<file path="src/rtl/tri_config.svh">
// ##############################
// build-time sizes for the triangle DDS, include before tri_pkg
// ##############################
`ifndef TRI_CONFIG_SVH
`define TRI_CONFIG_SVH

// independent output channels
`define TRI_CHANNELS 8

// phase accumulator width
`define TRI_PHASE_BITS 32

// signed DAC sample width
`define TRI_SAMPLE_BITS 16

// samples per channel per dac_clk, must be a power of two
`define TRI_BATCH 4

`endif

</file>
<file path="src/rtl/tri_pkg.sv">
// ##############################
// payload types shared by the triangle DDS blocks
// ##############################
`default_nettype none

`include "tri_config.svh"

package tri_pkg;

  typedef logic [`TRI_PHASE_BITS-1:0] phase_t;

  typedef logic signed [`TRI_SAMPLE_BITS-1:0] sample_t;

  // one increment per channel, also the stream payload
  typedef phase_t [`TRI_CHANNELS-1:0] phase_inc_set_t;

  typedef phase_t [`TRI_CHANNELS-1:0][`TRI_BATCH-1:0] phase_batch_t;

  // index 0 of each channel is the earliest sample
  typedef sample_t [`TRI_CHANNELS-1:0][`TRI_BATCH-1:0] sample_batch_t;

  typedef struct packed {
    sample_batch_t             samples;
    logic [`TRI_CHANNELS-1:0]  valid;
    logic [`TRI_CHANNELS-1:0]  trigger;
  } dac_out_t;

endpackage

`default_nettype wire

</file>
<file path="src/rtl/phase_inc_buffer.sv">
// ##############################
// valid/ready sink for a full increment set, applied one cycle later
// ##############################
`default_nettype none

`include "tri_config.svh"

module phase_inc_buffer import tri_pkg::*; (
  input  wire            dac_clk,
  input  wire            rst_n,
  input  wire            phase_inc_valid,
  output logic           phase_inc_ready,
  input  wire phase_inc_set_t phase_inc_data,
  output phase_inc_set_t inc,
  output logic           inc_update
);

  phase_inc_set_t staged_q;
  logic           ready_q;
  logic           apply_q;
  logic           xfer;

  assign xfer            = phase_inc_valid && ready_q;
  assign phase_inc_ready = ready_q;

  always_ff @(posedge dac_clk or negedge rst_n) begin
    if (!rst_n) begin
      ready_q    <= 1'b0;
      apply_q    <= 1'b0;
      inc_update <= 1'b0;
      inc        <= '0;
    end else begin
      // ready drops for the one cycle the staged set is being applied
      ready_q    <= !xfer;
      apply_q    <= xfer;
      inc_update <= apply_q;
      if (apply_q) begin
        inc <= staged_q;
      end
    end
  end

  always_ff @(posedge dac_clk) begin
    if (xfer) begin
      staged_q <= phase_inc_data;
    end
  end

  // host must hold its offer until it is taken
  a_data_stable: assert property (@(posedge dac_clk) disable iff (!rst_n)
    (phase_inc_valid && !phase_inc_ready) |=>
      (phase_inc_valid && $stable(phase_inc_data)))
    else $error("phase_inc_data changed while waiting for ready");

endmodule

`default_nettype wire

</file>
<file path="src/rtl/phase_accum.sv">
// ##############################
// per-channel phase accumulators, one batch of phases per dac_clk
// ##############################
`default_nettype none

`include "tri_config.svh"

module phase_accum import tri_pkg::*; (
  input  wire            dac_clk,
  input  wire            rst_n,
  input  wire phase_inc_set_t inc,
  input  wire            inc_update,
  output phase_batch_t   phases,
  output logic           phases_valid
);

  localparam int BATCH_SHIFT = $clog2(`TRI_BATCH);

  if ((`TRI_BATCH & (`TRI_BATCH - 1)) != 0) begin : g_batch_check
    $error("TRI_BATCH must be a power of two");
  end

  phase_inc_set_t             inc_q;
  phase_inc_set_t             inc_cur;
  phase_t [`TRI_CHANNELS-1:0] base_q;
  phase_batch_t               batch;

  // the bus is only sampled on the apply pulse
  assign inc_cur = inc_update ? inc : inc_q;

  // evenly spaced phases starting at the base
  always_comb begin
    for (int c = 0; c < `TRI_CHANNELS; c++) begin
      batch[c][0] = base_q[c];
      for (int j = 1; j < `TRI_BATCH; j++) begin
        batch[c][j] = batch[c][j-1] + inc_cur[c];
      end
    end
  end

  always_ff @(posedge dac_clk or negedge rst_n) begin
    if (!rst_n) begin
      inc_q        <= '0;
      base_q       <= '0;
      phases_valid <= 1'b0;
    end else begin
      inc_q        <= inc_cur;
      phases_valid <= 1'b1;
      for (int c = 0; c < `TRI_CHANNELS; c++) begin
        // wraps modulo 2^TRI_PHASE_BITS
        base_q[c] <= base_q[c] + (inc_cur[c] << BATCH_SHIFT);
      end
    end
  end

  always_ff @(posedge dac_clk) begin
    phases <= batch;
  end

endmodule

`default_nettype wire

</file>
<file path="src/rtl/triangle_shaper.sv">
// ##############################
// folds each phase into a signed triangle sample, one register stage
// ##############################
`default_nettype none

`include "tri_config.svh"

module triangle_shaper import tri_pkg::*; (
  input  wire            dac_clk,
  input  wire            rst_n,
  input  wire phase_batch_t phases,
  input  wire            phases_valid,
  output sample_batch_t  samples,
  output logic           samples_valid
);

  localparam int S = `TRI_SAMPLE_BITS;
  localparam int P = `TRI_PHASE_BITS;

  sample_batch_t shaped;

  always_comb begin
    logic [S:0]   top;
    logic [S-1:0] fold;
    for (int c = 0; c < `TRI_CHANNELS; c++) begin
      for (int j = 0; j < `TRI_BATCH; j++) begin
        top = phases[c][j][P-1 -: S+1];
        // second half of the cycle mirrors the ramp
        fold = top[S] ? ~top[S-1:0] : top[S-1:0];
        // offset binary to two's complement
        shaped[c][j] = {~fold[S-1], fold[S-2:0]};
      end
    end
  end

  always_ff @(posedge dac_clk or negedge rst_n) begin
    if (!rst_n) begin
      samples_valid <= 1'b0;
    end else begin
      samples_valid <= phases_valid;
    end
  end

  always_ff @(posedge dac_clk) begin
    samples <= shaped;
  end

endmodule

`default_nettype wire

</file>
<file path="src/rtl/zero_cross_trigger.sv">
// ##############################
// flags upward zero crossings and registers the DAC output bundle
// ##############################
`default_nettype none

`include "tri_config.svh"

module zero_cross_trigger import tri_pkg::*; (
  input  wire            dac_clk,
  input  wire            rst_n,
  input  wire sample_batch_t samples,
  input  wire            samples_valid,
  output dac_out_t       dac_out
);

  localparam int S = `TRI_SAMPLE_BITS;

  sample_t [`TRI_CHANNELS-1:0] last_q;
  sample_batch_t               samples_q;
  logic [`TRI_CHANNELS-1:0]    valid_q;
  logic [`TRI_CHANNELS-1:0]    trigger_q;
  logic [`TRI_CHANNELS-1:0]    hit;

  always_comb begin
    sample_t pred;
    for (int c = 0; c < `TRI_CHANNELS; c++) begin
      // sample 0 is compared against the tail of the previous batch
      pred   = last_q[c];
      hit[c] = 1'b0;
      for (int j = 0; j < `TRI_BATCH; j++) begin
        if (pred[S-1] && !samples[c][j][S-1]) begin
          hit[c] = 1'b1;
        end
        pred = samples[c][j];
      end
    end
  end

  always_ff @(posedge dac_clk or negedge rst_n) begin
    if (!rst_n) begin
      // non-negative start so the first batch cannot fire on stale history
      last_q    <= '0;
      valid_q   <= '0;
      trigger_q <= '0;
    end else begin
      valid_q   <= {`TRI_CHANNELS{samples_valid}};
      trigger_q <= samples_valid ? hit : '0;
      if (samples_valid) begin
        for (int c = 0; c < `TRI_CHANNELS; c++) begin
          last_q[c] <= samples[c][`TRI_BATCH-1];
        end
      end
    end
  end

  always_ff @(posedge dac_clk) begin
    samples_q <= samples;
  end

  always_comb begin
    dac_out.samples = samples_q;
    dac_out.valid   = valid_q;
    dac_out.trigger = trigger_q;
  end

endmodule

`default_nettype wire

</file>
<file path="src/rtl/triangle_dds.sv">
// ##############################
// multi-channel triangle DDS top, increment stream in, DAC batches out
// ##############################
`default_nettype none

`include "tri_config.svh"

module triangle_dds import tri_pkg::*; (
  input  wire            dac_clk,
  input  wire            rst_n,
  input  wire            phase_inc_valid,
  output logic           phase_inc_ready,
  input  wire phase_inc_set_t phase_inc_data,
  output dac_out_t       dac_out
);

  phase_inc_set_t inc;
  logic           inc_update;
  phase_batch_t   phases;
  logic           phases_valid;
  sample_batch_t  samples;
  logic           samples_valid;

  phase_inc_buffer phase_inc_buffer_i (
    .dac_clk         (dac_clk),
    .rst_n           (rst_n),
    .phase_inc_valid (phase_inc_valid),
    .phase_inc_ready (phase_inc_ready),
    .phase_inc_data  (phase_inc_data),
    .inc             (inc),
    .inc_update      (inc_update)
  );

  phase_accum phase_accum_i (
    .dac_clk      (dac_clk),
    .rst_n        (rst_n),
    .inc          (inc),
    .inc_update   (inc_update),
    .phases       (phases),
    .phases_valid (phases_valid)
  );

  triangle_shaper triangle_shaper_i (
    .dac_clk       (dac_clk),
    .rst_n         (rst_n),
    .phases        (phases),
    .phases_valid  (phases_valid),
    .samples       (samples),
    .samples_valid (samples_valid)
  );

  // output stage, no back-pressure
  zero_cross_trigger zero_cross_trigger_i (
    .dac_clk       (dac_clk),
    .rst_n         (rst_n),
    .samples       (samples),
    .samples_valid (samples_valid),
    .dac_out       (dac_out)
  );

endmodule

`default_nettype wire

</file>
<file path="config.mk">
export PLATFORM = sky130hd
export DESIGN_NAME = triangle_dds
export DESIGN_NICKNAME = d
export VERILOG_FILES = /design/src/rtl/tri_pkg.sv /design/src/rtl/phase_inc_buffer.sv /design/src/rtl/phase_accum.sv /design/src/rtl/triangle_shaper.sv /design/src/rtl/zero_cross_trigger.sv /design/src/rtl/triangle_dds.sv
export VERILOG_INCLUDE_DIRS = /design/src /design/src/rtl
export SDC_FILE = /design/constraint.sdc
export NUM_CORES = 2
export LEC_CHECK = 0
export BUFFER_PORTS_ARGS = -buffer_cell sky130_fd_sc_hd__buf_2
export CAP_MARGIN = 20
export CORE_MARGIN = 10
export CORE_UTILIZATION = 40
export DETAILED_ROUTE_END_ITERATION = 10
export PLACE_DENSITY = 0.58
export SLEW_MARGIN = 0
export SYNTH_ARGS = -nofsm -noshare
export SYNTH_HDL_FRONTEND = slang
export SYNTH_SLANG_ARGS = --single-unit
</file>
<file path="constraint.sdc">
create_clock -name dac_clk -period 8.6 [get_ports dac_clk]
set_clock_uncertainty 0.2 [all_clocks]
set_input_delay 1.72 -clock dac_clk [delete_from_list [all_inputs] [get_ports dac_clk]]
set_output_delay 1.72 -clock dac_clk [all_outputs]
set_load 0.02 [all_outputs]
</file>
==> results.sh <==
export IMPL_status="finished, final reports clean"
export IMPL_globalplace_congestion=0.886
export IMPL_grt_pass1_wl_mm=430
export IMPL_worst_r2r_endpoint="phase_accum_i.phases[511]$_DFF_P_"
export IMPL_synthTopCellsByArea="dfxtp_1 29%, dfrtp_1 18%, ha_1 11%"
export IMPL_cts_tree="done"
export IMPL_post_place_ws_ns=0.208
export IMPL_clk_latency_ns=0.89
export IMPL_drt_wl_total_mm=279
export IMPL_drv_slew=0
export IMPL_setup_violations=0
export IMPL_regArea_sq_um=58500
export IMPL_clock_path_buffers=4
export IMPL_vias=71608
export IMPL_syn_nets=10469
export IMPL_grt_max_degree=152
export IMPL_cts_sinks=2598
export IMPL_worstHoldStart="triangle_shaper_i.samples[474]$_DFF_P_"
export IMPL_met2_length_mm=124
export IMPL_r2r_slack_ns=0.44
export IMPL_worst_path_stages=31
export IMPL_layout_drive_gt1_share_pct=17.9
export IMPL_dr_pass1_iters=5
export IMPL_synth_edf_count=256
export IMPL_maxUsedRoutingLayer="met5"
export IMPL_critPathSlowestCell="or4_1"
export IMPL_crit_buf_inv=2
export IMPL_finalSetupTns_ns=0
export IMPL_drt_iter0_drc=3863
export IMPL_die_w_um=544
export IMPL_io_pins=788
export IMPL_start_kind="flip-flop"
export IMPL_post_route_period_util_pct=94.9
export IMPL_wire_per_inst_um=19.9
export IMPL_max_stage_delay_ns=0.55
export IMPL_drc=0
export IMPL_yosys_warnings=0
export IMPL_holdWs_ns=0.0918
export IMPL_criticalPathCategory="reg -> reg"
export IMPL_path_delay_family="compound AO/OA/AOI/OAI gates"
export IMPL_yosysTopAreaCell="dfxtp_1"
export IMPL_fin_ws_ns=0.435
export IMPL_r2r_start="phase_inc_buffer_i.inc_update$_DFF_PN0_"
export IMPL_min_path_type="reg -> reg"
export IMPL_cts_inserted_buffers=288
export IMPL_endpoint_kind="flip-flop"
export IMPL_grt_pass1_vias=73810
export IMPL_fmax_ghz=0.122
export IMPL_cpMostUsedCell="a21oi_1"
export IMPL_synthFlopType="dfxtp_1"
export IMPL_wl_met1_mm=132
export IMPL_coreArea_sq_um=274000
export IMPL_fill_cells=24499
export IMPL_antenna_found_initial=45
export IMPL_critPathLaunch="phase_inc_buffer_i.inc_update$_DFF_PN0_"
export IMPL_synth_cells=9259
export IMPL_ys_seq_area_share_pct=53.2
export IMPL_finalHoldViolCount=0
export IMPL_cp_arrival_ns=8.74
export IMPL_synthesis_area_sq_um=110000
export IMPL_crit_path_end="phase_accum_i.phases[511]$_DFF_P_"
export IMPL_via_per_inst=5.09
export IMPL_synth_top_area_share_pct=28.6
export IMPL_ant_nets=0
export IMPL_critPathMaxFanout=48
export IMPL_synth_area_per_cell_sq_um=11.9
export IMPL_dp_hpwl_mm=210
export IMPL_mostFrequentLayoutCells="1,568 x dfxtp_1, 935 x ha_1, 786 x buf_2, 771 x dfrtp_1, 692 x xor2_1"
export IMPL_area_growth_pct=16.7
export IMPL_initial_utilization_pct=40.2
export IMPL_cap_violations=0
export IMPL_ys_async_sr_fraction_pct=29.8
export IMPL_synth_seq_cells=2598
export IMPL_fp_row_count=192
export IMPL_htreeDepth=5
export IMPL_min_delay_path_depth=0
export IMPL_layout_nets=11439
export IMPL_crit_required_ns=9.18
export IMPL_mostFrequentLayoutCell="dfxtp_1"
export IMPL_overflow=0
export IMPL_fin_crit_ns=8.16
export IMPL_grt_usage_pct=18.1
export IMPL_ys_types=106
export IMPL_wl_met3_mm=14.3
export IMPL_root_buffer="clkbuf_16"
export IMPL_worstRegToRegCells=31
export IMPL_die_height_um=544
export IMPL_multi_input_area_sq_um=49800
export IMPL_cts_hold_buf=0
export IMPL_portBuffers=787
export IMPL_relSlewSlack_pct=25.9
export IMPL_worstMarginPinSlew_ns=1.11
export IMPL_clkSlewWorstSetupHoldPaths_ns=0.06
export IMPL_dieArea_sq_um=296000
==> Yosys cell counts, types with 21 or more instances <==
master	n
o31ai_1	28
a21boi_0	28
mux2_2	498
xnor2_1	578
dfxtp_1	1568
a211oi_1	53
nand3_1	121
or3_1	25
o21a_1	122
and3_1	67
a31oi_1	67
o211ai_1	27
nand4_1	64
o21ai_1	62
nand2b_1	99
dfrtp_1	774
o21ai_0	286
inv_1	261
and2_1	34
a21o_1	394
xor2_1	692
edfxtp_1	256
a21oi_1	613
ha_1	935
nor2_1	405
clkbuf_1	117
or2_2	26
a221oi_1	21
nand2_1	305
o2111ai_1	25
nor3_1	116
nor2b_1	101
o21bai_1	101
==> flip-flops by register name, summed over array words and instances (netlist names), 8 cells and up <==
signal / cells
phase_accum_i.inc_q: 256
phase_accum_i.phases: 544
phase_inc_buffer_i.staged_q: 256
zero_cross_trigger_i.trigger_q: 8
phase_accum_i.base_q: 240
triangle_shaper_i.samples: 512
zero_cross_trigger_i.dac_out: 512
zero_cross_trigger_i.last_q: 8
phase_inc_buffer_i.inc: 256
==> cell type report <==
class	instances	share of cell area (%)
sequential	2598	45.6
multi-input combinational	6248	38.8
clock buffer	415	6.68
antenna	21	0.0410
timing repair buffer	832	3.47
inverter	261	0.770
tap	3589	3.50
clock inverter	116	1.14
==> logic make-up (layout without fill, tap and decap cells) <==
group	after synthesis	after routing	synth area share, %
adder cells (fa/ha/maj)	951	951	10.9
buffers and inverters	413	1624	1.52
AND/OR/NAND/NOR	1436	1436	6.39
other	1	22	0.00341
multiplexers	521	521	5.40
XOR/XNOR	1278	1278	10.3
AO/OA/AOI/OAI	2061	2061	12.3
flip-flops	2598	2598	53.2
==> worst min path at each step <==
stage                     slack [ns]                                   endpoint
after global placement          0.11  zero_cross_trigger_i.dac_out[498]$_DFF_P_
after global routing            0.10  zero_cross_trigger_i.dac_out[490]$_DFF_P_
after floorplan                 0.11  zero_cross_trigger_i.dac_out[100]$_DFF_P_
after CTS                       0.09  zero_cross_trigger_i.dac_out[490]$_DFF_P_
final                           0.09  zero_cross_trigger_i.dac_out[490]$_DFF_P_
after detailed placement        0.11  zero_cross_trigger_i.dac_out[416]$_DFF_P_
==> stage by stage <==
stage	area, sq um	instances	utilization (%)
2_1_floorplan	110000	9259	-
3_3_place_gp	118000	13523	43.2
3_5_place_dp	118000	13523	43.2
4_1_cts	128000	14054	46.8
5_1_grt	128000	14070	46.9
6_report	128000	14080	46.9
==> layer usage <==
metal	vias to the layer above	global-route usage [%]
met5	-	0
met4	4	5.78
met3	421	2.75
met2	1624	28.8
met1	34526	25.4
li1	35033	-
==> what timing repair did <==
action | CTS | global route
resized for setup | 0 | 7
setup buffers | 0 | 3
setup endpoints to repair | 0 | 11
Power is not shown: default switching activity piles up to over one toggle a cycle in this logic, so the estimate is an artifact.
